File: src/logic/uart_pkg.sv
// Shared UART types; register slots are word indices, so the host bus carries a 3-bit address
`default_nettype none

package uart_pkg;

  // Byte width of both FIFOs and the serial payload
  localparam int DATA_W = 8;

  // Register slots seen by the host
  typedef enum logic [2:0] {
    ADDR_TXDATA = 3'd0,
    ADDR_RXDATA = 3'd1,
    ADDR_TXCTRL = 3'd2,
    ADDR_RXCTRL = 3'd3,
    ADDR_IE     = 3'd4,
    ADDR_IP     = 3'd5,
    ADDR_DIV    = 3'd6,
    ADDR_RSVD   = 3'd7
  } reg_addr_e;

  // One single-cycle bus request
  typedef struct packed {
    logic        rd_en;
    logic        wr_en;
    reg_addr_e   addr;
    logic [31:0] wr_data;
  } bus_req_t;

  // Programmed configuration fanned out to the datapath
  typedef struct packed {
    logic        txen;
    logic        nstop;
    logic [2:0]  txcnt;
    logic        rxen;
    logic [2:0]  rxcnt;
    logic        ie_txwm;
    logic        ie_rxwm;
    logic [15:0] div;
  } uart_cfg_t;

  typedef enum logic [1:0] {TX_IDLE, TX_START, TX_DATA, TX_STOP} tx_state_e;
  typedef enum logic [1:0] {RX_IDLE, RX_START, RX_DATA, RX_STOP} rx_state_e;

endpackage

`default_nettype wire
File: src/logic/uart_top.sv
// UART top level; no interrupt pin, the host polls the pending register
`timescale 1ns/1ps
`default_nettype none

module uart_top import uart_pkg::*; #(
  parameter int FIFO_DEPTH = 8,
  parameter int unsigned DIV_RESET = 63,
  localparam int CNT_W = $clog2(FIFO_DEPTH + 1)
) (
  input  wire logic        clock,
  input  wire logic        reset,
  input  wire bus_req_t    req,
  output logic      [31:0] rd_data,
  input  wire logic        rxd,
  output logic             txd
);

  uart_cfg_t         cfg;
  logic              tx_push;
  logic [DATA_W-1:0] tx_push_data;
  logic              tx_pop;
  logic [DATA_W-1:0] tx_head;
  logic              tx_empty;
  logic              tx_full;
  logic [CNT_W-1:0]  tx_count;
  logic              rx_pop;
  logic [DATA_W-1:0] rx_head;
  logic              rx_empty;
  logic [CNT_W-1:0]  rx_count;
  logic              rx_valid;
  logic [DATA_W-1:0] rx_byte;
  logic              bit_tick;
  logic              sample_tick;

  uart_regs #(.DIV_RESET(DIV_RESET), .FIFO_DEPTH(FIFO_DEPTH)) u_regs (
    .clock, .reset, .req, .rd_data, .cfg,
    .tx_push, .tx_push_data, .tx_full, .tx_count,
    .rx_pop, .rx_head, .rx_empty, .rx_count
  );

  sync_fifo #(.DEPTH(FIFO_DEPTH)) u_tx_fifo (
    .clock, .reset, .push(tx_push), .push_data(tx_push_data), .pop(tx_pop),
    .head(tx_head), .empty(tx_empty), .full(tx_full), .count(tx_count)
  );

  // Receive side has no full flag consumer; the FIFO drops the byte itself
  sync_fifo #(.DEPTH(FIFO_DEPTH)) u_rx_fifo (
    .clock, .reset, .push(rx_valid), .push_data(rx_byte), .pop(rx_pop),
    .head(rx_head), .empty(rx_empty), .full(), .count(rx_count)
  );

  baud_gen u_baud (.clock, .reset, .div(cfg.div), .bit_tick, .sample_tick);

  uart_tx u_tx (
    .clock, .reset, .bit_tick, .txen(cfg.txen), .nstop(cfg.nstop),
    .fifo_empty(tx_empty), .fifo_head(tx_head), .fifo_pop(tx_pop), .txd
  );

  uart_rx u_rx (.clock, .reset, .sample_tick, .rxen(cfg.rxen), .rxd, .rx_valid, .rx_byte);

endmodule

`default_nettype wire

File: src/logic/uart_regs.sv
// Register file with one-cycle access; writes to read-only or reserved slots are ignored
`timescale 1ns/1ps
`default_nettype none

module uart_regs import uart_pkg::*; #(
  parameter int unsigned DIV_RESET = 63,
  parameter int FIFO_DEPTH = 8,
  localparam int CNT_W = $clog2(FIFO_DEPTH + 1)
) (
  input  wire logic              clock,
  input  wire logic              reset,
  input  wire bus_req_t          req,
  output logic      [31:0]       rd_data,
  output uart_cfg_t              cfg,
  output logic                   tx_push,
  output logic      [DATA_W-1:0] tx_push_data,
  input  wire logic              tx_full,
  input  wire logic [CNT_W-1:0]  tx_count,
  output logic                   rx_pop,
  input  wire logic [DATA_W-1:0] rx_head,
  input  wire logic              rx_empty,
  input  wire logic [CNT_W-1:0]  rx_count
);

  logic              txwm_pend;
  logic              rxwm_pend;
  logic [DATA_W-1:0] rx_rd_byte;
  logic [31:0]       rd_word;

  // FIFO strobes come straight off the bus
  assign tx_push      = req.wr_en && (req.addr == ADDR_TXDATA);
  assign tx_push_data = req.wr_data[DATA_W-1:0];
  assign rx_pop       = req.rd_en && (req.addr == ADDR_RXDATA);

  // Watermarks compared at full width
  assign txwm_pend = cfg.ie_txwm && (int'(tx_count) < int'(cfg.txcnt));
  assign rxwm_pend = cfg.ie_rxwm && (int'(rx_count) > int'(cfg.rxcnt));

  // Head is valid before the pop, zero when nothing is queued
  assign rx_rd_byte = rx_empty ? '0 : rx_head;

  always_ff @(posedge clock or posedge reset) begin
    if (reset) begin
      cfg     <= '0;
      cfg.div <= 16'(DIV_RESET);
    end else if (req.wr_en) begin
      case (req.addr)
        ADDR_TXCTRL: begin
          cfg.txen  <= req.wr_data[0];
          cfg.nstop <= req.wr_data[1];
          cfg.txcnt <= req.wr_data[18:16];
        end
        ADDR_RXCTRL: begin
          cfg.rxen  <= req.wr_data[0];
          cfg.rxcnt <= req.wr_data[18:16];
        end
        ADDR_IE: begin
          cfg.ie_txwm <= req.wr_data[0];
          cfg.ie_rxwm <= req.wr_data[1];
        end
        ADDR_DIV: cfg.div <= req.wr_data[15:0];
        default: ;
      endcase
    end
  end

  always_comb begin
    case (req.addr)
      ADDR_TXDATA: rd_word = {tx_full, 31'b0};
      ADDR_RXDATA: rd_word = {rx_empty, 23'b0, rx_rd_byte};
      ADDR_TXCTRL: rd_word = {13'b0, cfg.txcnt, 14'b0, cfg.nstop, cfg.txen};
      ADDR_RXCTRL: rd_word = {13'b0, cfg.rxcnt, 15'b0, cfg.rxen};
      ADDR_IE:     rd_word = {30'b0, cfg.ie_rxwm, cfg.ie_txwm};
      ADDR_IP:     rd_word = {30'b0, rxwm_pend, txwm_pend};
      ADDR_DIV:    rd_word = {16'b0, cfg.div};
      default:     rd_word = 32'b0;
    endcase
  end

  // Read word holds until the next read
  always_ff @(posedge clock or posedge reset) begin
    if (reset) begin
      rd_data <= '0;
    end else if (req.rd_en) begin
      rd_data <= rd_word;
    end
  end

endmodule

`default_nettype wire

File: src/logic/uart_rx.sv
// 16x oversampling receiver; no error reporting, a frame with a low stop bit is dropped
`timescale 1ns/1ps
`default_nettype none

module uart_rx import uart_pkg::*; (
  input  wire logic              clock,
  input  wire logic              reset,
  input  wire logic              sample_tick,
  input  wire logic              rxen,
  input  wire logic              rxd,
  output logic                   rx_valid,
  output logic      [DATA_W-1:0] rx_byte
);

  rx_state_e         state;
  logic [1:0]        sync_q;
  logic              rxd_s;
  logic [3:0]        sample_cnt;
  logic [2:0]        bit_idx;
  logic [DATA_W-1:0] shift_q;

  assign rxd_s   = sync_q[1];
  assign rx_byte = shift_q;

  // Line idles high, so the synchronizer resets to one
  always_ff @(posedge clock or posedge reset) begin
    if (reset) begin
      sync_q <= 2'b11;
    end else begin
      sync_q <= {sync_q[0], rxd};
    end
  end

  // Data bits arrive LSB first
  always_ff @(posedge clock) begin
    if (state == RX_DATA && sample_tick && sample_cnt == 4'd15) begin
      shift_q <= {rxd_s, shift_q[DATA_W-1:1]};
    end
  end

  always_ff @(posedge clock or posedge reset) begin
    if (reset) begin
      state      <= RX_IDLE;
      sample_cnt <= '0;
      bit_idx    <= '0;
      rx_valid   <= 1'b0;
    end else begin
      rx_valid <= 1'b0;
      case (state)
        RX_IDLE: if (sample_tick && rxen && !rxd_s) begin
          sample_cnt <= '0;
          state      <= RX_START;
        end
        // Low still at sample 8 means a real start bit
        RX_START: if (sample_tick) begin
          sample_cnt <= sample_cnt + 1'b1;
          if (sample_cnt == 4'd7) begin
            sample_cnt <= '0;
            bit_idx    <= '0;
            state      <= rxd_s ? RX_IDLE : RX_DATA;
          end
        end
        RX_DATA: if (sample_tick) begin
          sample_cnt <= sample_cnt + 1'b1;
          if (sample_cnt == 4'd15) begin
            bit_idx <= bit_idx + 1'b1;
            if (bit_idx == 3'd7) state <= RX_STOP;
          end
        end
        RX_STOP: if (sample_tick) begin
          sample_cnt <= sample_cnt + 1'b1;
          if (sample_cnt == 4'd15) begin
            rx_valid <= rxd_s;
            state    <= RX_IDLE;
          end
        end
        default: state <= RX_IDLE;
      endcase
    end
  end

endmodule

`default_nettype wire

File: src/logic/uart_tx.sv
// 8N1 or 8N2 serializer; the FIFO must present its head in the cycle fifo_pop is high
`timescale 1ns/1ps
`default_nettype none

module uart_tx import uart_pkg::*; (
  input  wire logic              clock,
  input  wire logic              reset,
  input  wire logic              bit_tick,
  input  wire logic              txen,
  input  wire logic              nstop,
  input  wire logic              fifo_empty,
  input  wire logic [DATA_W-1:0] fifo_head,
  output logic                   fifo_pop,
  output logic                   txd
);

  tx_state_e         state;
  logic [DATA_W-1:0] shift_q;
  logic [2:0]        bit_idx;
  logic [1:0]        stop_cnt;
  logic [1:0]        stop_len;

  assign stop_len = nstop ? 2'd2 : 2'd1;
  assign fifo_pop = (state == TX_IDLE) && txen && !fifo_empty;

  always_ff @(posedge clock) begin
    if (fifo_pop) begin
      shift_q <= fifo_head;
    end else if (state == TX_DATA && bit_tick) begin
      shift_q <= shift_q >> 1;
    end
  end

  always_ff @(posedge clock or posedge reset) begin
    if (reset) begin
      state    <= TX_IDLE;
      txd      <= 1'b1;
      bit_idx  <= '0;
      stop_cnt <= '0;
    end else begin
      case (state)
        TX_IDLE: begin
          txd <= 1'b1;
          if (fifo_pop) state <= TX_START;
        end
        // Start bit is aligned to the next tick
        TX_START: if (bit_tick) begin
          txd     <= 1'b0;
          bit_idx <= '0;
          state   <= TX_DATA;
        end
        TX_DATA: if (bit_tick) begin
          txd     <= shift_q[0];
          bit_idx <= bit_idx + 1'b1;
          if (bit_idx == 3'd7) begin
            stop_cnt <= '0;
            state    <= TX_STOP;
          end
        end
        // First tick here ends the last data bit
        TX_STOP: if (bit_tick) begin
          txd      <= 1'b1;
          stop_cnt <= stop_cnt + 1'b1;
          if (stop_cnt == stop_len) state <= TX_IDLE;
        end
        default: state <= TX_IDLE;
      endcase
    end
  end

endmodule

`default_nettype wire

File: src/logic/baud_gen.sv
// Tick strobes in the system clock domain; sample rate assumes div+1 is close to a multiple of 16
`timescale 1ns/1ps
`default_nettype none

module baud_gen (
  input  wire logic        clock,
  input  wire logic        reset,
  input  wire logic [15:0] div,
  output logic             bit_tick,
  output logic             sample_tick
);

  logic [15:0] div_q;
  logic [15:0] bit_cnt;
  logic [11:0] sample_cnt;
  logic        div_change;

  // Any new divisor restarts both periods
  assign div_change = (div != div_q);

  always_ff @(posedge clock or posedge reset) begin
    if (reset) begin
      div_q       <= '0;
      bit_cnt     <= '0;
      sample_cnt  <= '0;
      bit_tick    <= 1'b0;
      sample_tick <= 1'b0;
    end else begin
      div_q       <= div;
      bit_tick    <= 1'b0;
      sample_tick <= 1'b0;
      if (div_change || bit_cnt == div) begin
        bit_cnt  <= '0;
        bit_tick <= !div_change;
      end else begin
        bit_cnt <= bit_cnt + 1'b1;
      end
      // Sample period is the divisor over sixteen
      if (div_change || sample_cnt == div[15:4]) begin
        sample_cnt  <= '0;
        sample_tick <= !div_change;
      end else begin
        sample_cnt <= sample_cnt + 1'b1;
      end
    end
  end

endmodule

`default_nettype wire

File: src/logic/sync_fifo.sv
// First-word-fall-through byte FIFO; DEPTH must be a power of two, push when full is dropped
`timescale 1ns/1ps
`default_nettype none

module sync_fifo import uart_pkg::*; #(
  parameter int DEPTH = 8,
  localparam int PTR_W = $clog2(DEPTH),
  localparam int CNT_W = $clog2(DEPTH + 1)
) (
  input  wire logic              clock,
  input  wire logic              reset,
  input  wire logic              push,
  input  wire logic [DATA_W-1:0] push_data,
  input  wire logic              pop,
  output logic      [DATA_W-1:0] head,
  output logic                   empty,
  output logic                   full,
  output logic      [CNT_W-1:0]  count
);

  logic [DATA_W-1:0] mem [DEPTH];
  logic [PTR_W-1:0]  wr_ptr;
  logic [PTR_W-1:0]  rd_ptr;
  logic              push_ok;
  logic              pop_ok;

  assign empty   = (count == '0);
  assign full    = (count == CNT_W'(DEPTH));
  assign push_ok = push && !full;
  assign pop_ok  = pop && !empty;

  // Oldest entry is always visible
  assign head = mem[rd_ptr];

  always_ff @(posedge clock) begin
    if (push_ok) begin
      mem[wr_ptr] <= push_data;
    end
  end

  // Pointers wrap naturally at the power-of-two depth
  always_ff @(posedge clock or posedge reset) begin
    if (reset) begin
      wr_ptr <= '0;
      rd_ptr <= '0;
      count  <= '0;
    end else begin
      if (push_ok) begin
        wr_ptr <= wr_ptr + 1'b1;
      end
      if (pop_ok) begin
        rd_ptr <= rd_ptr + 1'b1;
      end
      case ({push_ok, pop_ok})
        2'b10:   count <= count + 1'b1;
        2'b01:   count <= count - 1'b1;
        default: count <= count;
      endcase
    end
  end

endmodule

`default_nettype wire

File: config.mk
export PLATFORM = sky130hd
export DESIGN_NAME = uart_top
export DESIGN_NICKNAME = d
export VERILOG_FILES = /design/src/logic/uart_pkg.sv /design/src/logic/uart_top.sv /design/src/logic/uart_regs.sv /design/src/logic/uart_rx.sv /design/src/logic/uart_tx.sv /design/src/logic/baud_gen.sv /design/src/logic/sync_fifo.sv
export SDC_FILE = /design/constraint.sdc
export NUM_CORES = 1
export LEC_CHECK = 0
export ABC_AREA = 1
export BUFFER_PORTS_ARGS = -buffer_cell sky130_fd_sc_hd__buf_2
export CAP_MARGIN = 20
export CORE_ASPECT_RATIO = 1.1
export CORE_MARGIN = 5
export CORE_UTILIZATION = 45
export DETAILED_ROUTE_END_ITERATION = 7
export HOLD_SLACK_MARGIN = 0.05
export PLACE_DENSITY_LB_ADDON = 0.15
export SLEW_MARGIN = 25
export SYNTH_ARGS = -nofsm -noshare
export SYNTH_HDL_FRONTEND = slang
export SYNTH_SLANG_ARGS = --single-unit
File: constraint.sdc
create_clock -name clock -period 3.2 [get_ports clock]
set_input_delay 0 -clock clock [delete_from_list [all_inputs] [get_ports clock]]
set_output_delay 0 -clock clock [all_outputs]
set_load 0.03 [all_outputs]
==> results of run 1 <==
per-stage QoR:
stage / std cells / power, uW
finish: 1770 / 10060
global route: 1770 / 10710
CTS: 1770 / 10180
detailed placement: 1689 / 6739
global placement: 1689 / 6682
floorplan: 1315 / 6136
kinds of logic (layout without fill, tap and decap cells):
group | Yosys count | after routing | share of synthesized area
adders and majority gates | 29 | 29 | 0.03004
other | 1 | 12 | 0.0002981
buffers and inverters | 165 | 257 | 0.05580
AOI/OAI and AO/OA | 173 | 173 | 0.07420
DFF | 277 | 277 | 0.6092
xor gates and xnor gates | 46 | 46 | 0.03203
and+or+nand+nor | 613 | 613 | 0.1984
worst paths after layout:
path,cells past startpoint,end
max,12,u_tx_fifo.count[3]$_DFFE_PP0P_
min,3,u_rx.sample_cnt[0]$_DFFE_PP0P_
max reg2reg,12,u_tx_fifo.count[3]$_DFFE_PP0P_
min reg2reg,0,u_rx.sync_q[1]$_DFF_PP1_
max in group asynchronous,4,u_tx_fifo.rd_ptr[1]$_DFFE_PP0P_
min in group clock,2,u_rx.sync_q[0]$_DFF_PP1_
sequential cells by signal, indices dropped and copies added, names as in the netlist, 8 cells and up, named ones only:
name	count
u_rx_fifo.mem	64
u_baud.div_q	16
u_rx.rx_byte	8
u_tx.shift_q	8
u_tx_fifo.mem	64
u_baud.sample_cnt	12
u_regs.rd_data	20
u_baud.bit_cnt	16
u_regs.cfg	27
worst max-delay path, delay by kind of cell, from the launching register on:
kind | cells | cell delay (ns)
adders and majority gates | 3 | 0.76
AOI/OAI and AO/OA | 4 | 0.53
DFF | 1 | 0.42
buffers and inverters | 2 | 0.33
xor gates and xnor gates | 1 | 0.16
and+or+nand+nor | 2 | 0.15
power by group through the flow:
stage                     combinational, uW  sequential (uW)  clock, uW
final                                  2290             4380       3390
after global routing                   2650             4440       3630
after global placement                 2240             4450          0
after detailed placement               2280             4460          0
after CTS                              2330             4390       3460
after floorplan                        1750             4390          0
synth_stat cells (all sizes together):
cell type | count | area (um2)
nand2 | 319 | 1225
nor2 | 208 | 813.3
edfxtp | 144 | 4324
dfrtp | 124 | 3103
o21ai | 122 | 610.6
inv | 117 | 439.2
nand3 | 68 | 350.3
buf | 33 | 203.9
a21oi | 30 | 161.4
ha | 27 | 337.8
xnor2 | 26 | 227.7
xor2 | 20 | 175.2
clkbuf | 11 | 43.79
dfstp | 9 | 236.5
o31ai | 9 | 67.56
nor3 | 6 | 30.03
or2 | 5 | 31.28
clkinv | 4 | 15.01
nand4 | 4 | 25.02
a31oi | 3 | 25.02
fa | 2 | 40.04
nand3b | 2 | 15.01
o22ai | 2 | 12.51
o32ai | 2 | 17.52
a21o | 1 | 7.510
a22oi | 1 | 7.510
a31o | 1 | 8.760
and2 | 1 | 6.260
conb | 1 | 3.750
o211ai | 1 | 7.510
o21bai | 1 | 7.510
cell type report:
class / instances / area [um2]
clock inverters: 16 / 180.2
multi-input cells: 873 / 4255
flip-flops and latches: 277 / 7664
well taps: 363 / 454.2
inverters: 121 / 457.9
repair buffers: 83 / 588.1
fillers: 2568 / 13330
clock buffers: 37 / 775.7
repair_timing:
item,4_1_cts,5_1_grt
hold buffers,28,0
endpoints found under the hold margin,140,0
setup endpoints to repair,0,0
per-layer routing:
metal,global-route usage,part of all wire,vias up
met3,0.02220,0.032,37
li1,-,-,4400
met2,0.2949,0.50,116
met1,0.2255,0.45,4068
met5,0,0,-
met4,0.04251,0.020,0
==> results by group, run 1 <==
Floorplanning
  – Row Count: 64
  – I/O pins: 73
  – Core footprint: around 28,000 um2
  – Full die area: 31,400 um2
  – Die width: between 150 and 200 um
  – Starting Density: 0.4540
  – Die H: 185.4 um

Route
  – Via count: approximately 8,600
  – Final ANT Viol Nets: 0
  – Vias per cell: 4.871
  – Wire length per cell: about 15 um
  – Routed WL: between 20,000 and 30,000 um
  – DR DRC count: 0
  – Initial DRT Pass Iterations: 5
  – Iteration-0 DRC Markers: between 500 and 600

Timing
  – Worst hold slack: 0.07159 ns
  – Slack of the critical path: about 0.73 ns
  – Fmax: ~0.40 GHz
  – # setup viols final: 0
  – Crit share post-route: 0.7724
  – Hold Fails Final Rpt: 0
  – Slew Limit Fails: 0
  – RSZ-0062 raised after global routing: false
  – Min Tclk post-route: approximately 2.5 ns
  – Rel. slew slack: 0.3703
  – Worst-Margin Slew: ~0.94 ns
  – Worst Skew: between 0.007 and 0.008 ns
  – Setup TNS: 0 ns

CTS
  – Worst skew pair latency: roughly 0.53 ns
  – H-tree depth: 1
  – Post-cts sizing count: 0
  – Clock slew at reported path FFs: 0.06 ns
  – Clock tree buffer depth: 3
  – CTS Buf Count: 29
  – Post-CTS Setup Bufs: 0
  – CTS root buffer: clkbuf_16
  – CTS tree: yes
  – Clk sinks: 277

Worst setup path
  – CP max-delay cell: dfrtp_1
  – Crit Path Category: register to register
  – Worst EP arrival: 2.89 ns
  – Crit-path most repeated cell: ha_1
  – Critical Path Fanout Max: 14
  – Crit path launch type: register
  – Reg2reg start: u_tx.state[0]$_DFFE_PP0P_
  – Worst path max stage delay: around 0.42 ns
  – Req. time, crit path: 3.61 ns
  – CP Launch Point: u_tx.state[0]$_DFFE_PP0P_
  – Type of destination of the critical path: register
  – R2r setup slk: about 0.73 ns
  – Cell Chain, Critical Path: inv_1 > ha_1 > nand2_1 > a31oi_2 > buf_4 > ha_1 > ha_1 > a21oi_1 > nand2_1 > a21oi_1 > o21ai_0 > xor2_1

GRT
  – First-pass GRT wire length: roughly 43,000 um
  – Global route overflow: 0
  – Initial antenna violation count: 0
  – Tot GR Track Use: 0.1692
  – Largest net degree at the start of global routing: approximately 110
  – Vias in the first global route: 8,423

Final layout
  – Ant. Diodes: 0
  – Most frequent cells in the layout: 310 x nand2_1, 201 x nor2_1, 144 x edfxtp_1
  – Fraction of layout cells with a size suffix above 1: 0.1002
  – Commonest non-fill, non-tap cell in the layout: nand2_1
  – Final core utilization: 0.5188
  – Final Instance Area: about 14,000 um2
  – Nets: 1,454
  – Syn-to-layout area delta: 14.27%

Power and ir drop
  – Power per cell area: 700.2 nW/um2
  – Seq pwr share: 0.435
  – Clk pwr share: 0.337
  – VDD IR-drop max: between 0.0004 and 0.0005 V
  – Sw frac: 0.3149
  – Combinational fraction of design power: 0.228
  – P_sw: 3169 uW
  – Int Pwr: 6895 uW
  – Leakage power: 0.006073 uW

Synth
  – Synthesized area: roughly 13,000 um2
  – Yosys Warn Count: 0
  – Synth Instances: 1,304
  – Seq/Total Area, Yosys: 0.6092
  – Syn avg cell area: between 9 and 10 um2
  – Synth unique cells: 44
  – FF+latch count, synth: approximately 280

Flow run
  – Max-cap violations: 0

Placement
  – Placed cell areas: approximately 13,000 um2
  – I/O Buffers: 47
  – Dpl hpwl: 17,600 um
  – Routability Congestion: 0.8308
  – Post-Place Worst Slack: ~0.76 ns

Hold path
  – Hold Crit Class: input port to async pin

Outcome
  – Outcome: complete, no violations
Power figures use the tool's default switching activity.
==> run 2: changes to the inputs <==
Clock period 3.2 ns to 2.4 ns, I/O delays scaled along.
==> results by group, run 2 (synthesized netlist as in run 1, its figures left out) <==
Route
  – Vias per cell: a little under 5
  – DR DRC count: 0
  – Via count: between 8,000 and 9,000
  – Iteration-0 DRC Markers: about 440
  – Initial DRT Pass Iterations: 4
  – Routed WL: 26,860 um
  – Final ANT Viol Nets: 0
  – Wire length per cell: around 15 um

CTS
  – H-tree depth: 1
  – CTS Buf Count: 30
  – Clock slew at reported path FFs: 0.06 ns
  – CTS tree: yes
  – CTS root buffer: clkbuf_16
  – Clock tree buffer depth: 3
  – Clk sinks: ~280
  – Worst skew pair latency: 0.55 ns

Final layout
  – Final std cells w/o fill: between 1,500 and 2,000
  – Top Registers: u_rx_fifo.mem: 64 flops, u_tx_fifo.mem: 64 flops, u_regs.cfg: 27 flops
  – Most frequent cells in the layout: 310 x nand2_1, 200 x nor2_1, 144 x edfxtp_1
  – Commonest non-fill, non-tap cell in the layout: nand2_1
  – Fraction of layout cells with a size suffix above 1: 0.1143
  – Nets: 1,481
  – Ant. Diodes: 0
  – Syn-to-layout area delta: 16.04%

Placement
  – Post-Place Worst Slack: approximately 0.15 ns
  – Routability Congestion: ~0.80
  – Dpl cells: about 1,700
  – I/O Buffers: 47
  – Dpl hpwl: roughly 18,000 um

Worst setup path
  – Type of destination of the critical path: register
  – Reg2Reg Depth: 10
  – Reg2reg start: u_tx_fifo.count[1]$_DFFE_PP0P_
  – Crit path launch type: register
  – R2r setup slk: roughly 0.14 ns
  – Req. time, crit path: approximately 2.8 ns
  – Crit Path Category: register to register
  – Critical Path Fanout Max: 5
  – RR Endpoint: u_tx_fifo.count[3]$_DFFE_PP0P_
  – Worst EP arrival: around 2.7 ns

Flow run
  – Max-cap violations: 0

Timing
  – Worst Skew: approximately 0.017 ns
  – # setup viols final: 0
  – Rel. slew slack: 0.5371
  – Fmax: 0.4429 GHz
  – Worst-Margin Slew: 0.6929 ns
  – Hold Fails Final Rpt: 0
  – Slack of the critical path: around 0.14 ns
  – Min Tclk post-route: ~2.3 ns
  – Crit share post-route: 0.9408
  – Slew Limit Fails: 0

Power and ir drop
  – Leakage power: between 0.006 and 0.007 uW
  – Power per cell area: between 900 and 1000 nW/um2
  – Power Total: 13,420 uW
  – VDD IR-drop max: ~0.0007 V

Floorplanning
  – Die width: ~170 um
  – Full die area: 31,400 um2
  – Row Count: 64
  – I/O pins: 73
  – Starting Density: 0.4540
  – Core footprint: 27,710 um2
  – Die H: approximately 190 um

GRT
  – GRT busiest layer: met2
  – Global Route met1 Usage: 0.2279
  – Global route overflow: 0
  – Largest net degree at the start of global routing: 50
  – Initial antenna violation count: 0
  – First-pass GRT wire length: 44,180 um
  – Tot GR Track Use: 0.1726
  – Vias in the first global route: 8,671
  – Met3 GRT Util: 0.02241
  – Grt met2 use: 0.3046

Outcome
  – Outcome: complete, no violations

Hold path
  – Hold Crit Class: input port to async pin
==> run 2: cell count changes in the layout (fill, tap and decap cells not counted), sizes merged <==
cell / change
dlygate4sd3: +2
buf: +24
clkinv: +2
bufinv: -1
clkbuf: -1
clkinvlp: +2
==> run 2: worst max-delay path, stage by stage, from the launching register on <==
cell,delay (ns)
dfrtp_1,0.43
nor2_1,0.20
nand3_1,0.17
nand4_1,0.21
ha_2,0.26
ha_1,0.27
a21oi_1,0.15
nand2_1,0.07
a21oi_1,0.11
o21ai_0,0.11
xor2_1,0.16
==> run 2: report_power, final <==
part | switching, uW | internal [uW] | total [uW]
sequential | 433 | 5430 | 5860
clock | 1840 | 2610 | 4450
combinational | 1990 | 1120 | 3110
==> run 2: worst max path at each step <==
| stage | depth (start not counted) | endpoint | startpoint |
|---|---|---|---|
| floorplan | 12 | u_tx_fifo.count[3]$_DFFE_PP0P_ | u_tx.state[0]$_DFFE_PP0P_ |
| global placement | 11 | u_rx_fifo.count[3]$_DFFE_PP0P_ | u_rx_fifo.count[1]$_DFFE_PP0P_ |
| detailed placement | 10 | u_tx_fifo.count[3]$_DFFE_PP0P_ | u_tx_fifo.count[1]$_DFFE_PP0P_ |
| CTS | 10 | u_tx_fifo.count[3]$_DFFE_PP0P_ | u_tx_fifo.count[1]$_DFFE_PP0P_ |
| global route | 11 | u_tx_fifo.count[3]$_DFFE_PP0P_ | u_tx.state[1]$_DFFE_PP0P_ |
| finish | 10 | u_tx_fifo.count[3]$_DFFE_PP0P_ | u_tx_fifo.count[1]$_DFFE_PP0P_ |
==> run 2: final cells by class <==
cell class	count	area [um2]
clock buffer	36	773.2
inverter	121	457.9
sequential	277	7664
clock inverter	19	180.2
tap	363	454.2
timing repair buffer	109	800.8
fill	2563	13110
multi-input combinational	873	4268
==> run 2: per-stage QoR <==
| stage | cell area, um2 | hold slack, ns | utilization | setup TNS [ns] |
|---|---|---|---|---|
| 2_1_floorplan | 12620 | 0.004478 | - | 0 |
| 3_3_place_gp | 13330 | 0.1164 | 0.4812 | 0 |
| 3_5_place_dp | 13330 | 0.1168 | 0.4812 | 0 |
| 4_1_cts | 14590 | 0.06431 | 0.5264 | 0 |
| 5_1_grt | 14600 | 0.07310 | 0.5269 | -0.002190 |
| 6_report | 14600 | 0.09699 | 0.5269 | 0 |
==> run 2: timing repair <==
action | in CTS | in global routing
buffers inserted | 0 | 0
gates resized for setup | 0 | 4
endpoints found under the setup margin | 0 | 2
endpoints found under the hold margin | 245 | 0
hold buffers | 30 | 0
==> run 2: layer usage <==
metal | up-vias | wire (um) | part of all wire
li1 | 4462 | - | -
met1 | 4164 | 12100 | 0.45
met2 | 107 | 13530 | 0.50
met3 | 35 | 784 | 0.029
met4 | 0 | 450 | 0.017
met5 | - | 0 | 0
==> run 3: changes to the inputs <==
Settings changed: REMOVE_ABC_BUFFERS from default to 1.
==> results by group, run 3 (synthesized netlist as in run 1, its figures left out) <==
Timing
  – Rel. slew slack: 0.5925
  – # setup viols final: 0
  – Slack of the critical path: around 0.19 ns
  – Worst-Margin Slew: about 0.61 ns
  – Crit share post-route: 0.9195
  – RSZ-0062 raised after global routing: false
  – Min Tclk post-route: 2.207 ns
  – Slew Limit Fails: 0
  – Hold Fails Final Rpt: 0
  – Fmax: approximately 0.45 GHz
  – Worst Skew: 0.008010 ns

Final layout
  – Most frequent cells in the layout: 310 x nand2_1, 199 x nor2_1, 144 x edfxtp_1
  – Fill count: approximately 2,500
  – Final std cells w/o fill: around 1,800
  – Ant. Diodes: 0
  – Final core utilization: 0.5324
  – Syn-to-layout area delta: 17.27%
  – Fraction of layout cells with a size suffix above 1: 0.1227
  – Commonest non-fill, non-tap cell in the layout: nand2_1
  – Top Registers: u_rx_fifo.mem: 64 flops, u_tx_fifo.mem: 64 flops, u_regs.cfg: 27 flops
  – Nets: 1,487

Worst setup path
  – Crit Path Category: register to register
  – Cell Chain, Critical Path: nor2_2 > a21oi_4 > nand2_2 > inv_2 > ha_1 > ha_1 > a21oi_1 > nand2_1 > a21oi_1 > o21ai_0 > xor2_1
  – CP max-delay cell: dfrtp_1
  – Worst EP arrival: around 2.6 ns
  – Worst path max stage delay: 0.44 ns
  – Req. time, crit path: between 2 and 3 ns
  – Critical Path Fanout Max: 5
  – Type of destination of the critical path: register
  – Crit path launch type: register

Power and ir drop
  – P_sw: about 4300 uW
  – VDD IR-drop max: roughly 0.00065 V
  – Combinational fraction of design power: 0.227
  – Sw frac: 0.3075
  – Clk pwr share: 0.356
  – Int Pwr: 9664 uW
  – Power per cell area: roughly 950 nW/um2
  – Seq pwr share: 0.417
  – Leakage power: approximately 0.0063 uW

Route
  – DR DRC count: 0
  – Initial DRT Pass Iterations: 5
  – Via count: slightly below 9,000
  – Routed WL: 26,540 um
  – Vias per cell: just under 5
  – Final ANT Viol Nets: 0
  – Wire length per cell: ~15 um
  – Iteration-0 DRC Markers: 616

Floorplanning
  – Die H: 185.4 um
  – Full die area: 31,400 um2
  – I/O pins: 73
  – Core footprint: between 20,000 and 30,000 um2
  – Die width: 169.4 um
  – Starting Density: 0.4540
  – Row Count: 64

GRT
  – Initial antenna violation count: 0
  – Largest net degree at the start of global routing: 64
  – Tot GR Track Use: 0.1685
  – Global route overflow: 0
  – Global Route met1 Usage: 0.2140
  – First-pass GRT wire length: about 43,000 um
  – Vias in the first global route: between 8,000 and 9,000
  – Grt met2 use: 0.3051
  – Met3 GRT Util: 0.02369
  – GRT busiest layer: met2

CTS
  – Clk sinks: 277
  – CTS root buffer: clkbuf_16
  – CTS Buf Count: 30
  – Clock slew at reported path FFs: roughly 0.06 ns
  – H-tree depth: 1
  – Worst skew pair latency: approximately 0.54 ns
  – Clock tree buffer depth: 3
  – CTS tree: yes

Placement
  – Post-Place Worst Slack: about 0.13 ns
  – Routability Congestion: ~0.83
  – Dpl cells: 1,716
  – I/O Buffers: 47
  – Dpl hpwl: about 18,000 um

Hold path
  – Hold Crit Class: input port to async pin

Flow run
  – Max-cap violations: 0

Outcome
  – Outcome: complete, no violations
## run 3: critical path, delay by kind of cell (launching register included)
family                   cells  cell delay, ns
AO/OA/AOI/OAI                4            0.45
adder cells (fa/ha/maj)      2            0.60
buffers and inverters        1            0.05
flip-flops                   1            0.44
XOR/XNOR                     1            0.15
AND/OR/NAND/NOR              3            0.38
## run 3: area by class of cell
type,instances,area (um2),share of cell area
sequential,277,7664,0.5195
timing repair buffer,115,825.8,0.05598
clock inverter,22,299.0,0.02027
tap,363,454.2,0.03079
multi-input combinational,873,4263,0.2890
inverter,121,459.2,0.03113
clock buffer,34,787.0,0.05335
## run 3: power by group through the flow
| stage | Combinational (uW) | Clock, uW | Sequential (uW) |
|---|---|---|---|
| floorplan | 1970 | 0 | 6050 |
| global placement | 3090 | 0 | 5890 |
| detailed placement | 3150 | 0 | 5900 |
| CTS | 3220 | 5100 | 5820 |
| global route | 3660 | 5290 | 5880 |
| finish | 3170 | 4970 | 5810 |
## run 3: routing by layer
metal | part of all wire | vias to the layer above
met5 | 0 | -
met4 | 0.019 | 0
met3 | 0.034 | 41
met2 | 0.51 | 131
met1 | 0.43 | 4196
li1 | - | 4475
## run 3: worst paths after layout
check,slack (ns),from,endpoint,cells after the start
max,0.19,u_rx_fifo.count[1]$_DFFE_PP0P_,u_rx_fifo.count[3]$_DFFE_PP0P_,11
min reg2reg,0.36,u_rx.sync_q[0]$_DFF_PP1_,u_rx.sync_q[1]$_DFF_PP1_,0
max in group asynchronous,1.53,reset,u_tx.txd$_DFFE_PP1P_,4
max reg2reg,0.19,u_rx_fifo.count[1]$_DFFE_PP0P_,u_rx_fifo.count[3]$_DFFE_PP0P_,11
min in group clock,0.11,rxd,u_rx.sync_q[0]$_DFF_PP1_,2
min,0.08,reset,u_rx.bit_idx[1]$_DFFE_PP0P_,3
## run 3: what timing repair did
item,CTS,global route
setup buffers,0,1
gates resized for setup,0,3
endpoints found under the setup margin,0,2
hold buffers,32,0
endpoints found under the hold margin,182,0
## run 3: through the flow
stage                     hold slack, ns  total power, uW  TNS (ns)  area (um2)
after floorplan                 0.004478             8012   -142.93       12370
final                            0.07789            13960         0       14750
after global placement            0.1073             8978         0       13330
after global routing              0.1022            14820         0       14750
after CTS                        0.07528            14140         0       14740
after detailed placement          0.1076             9048         0       13330
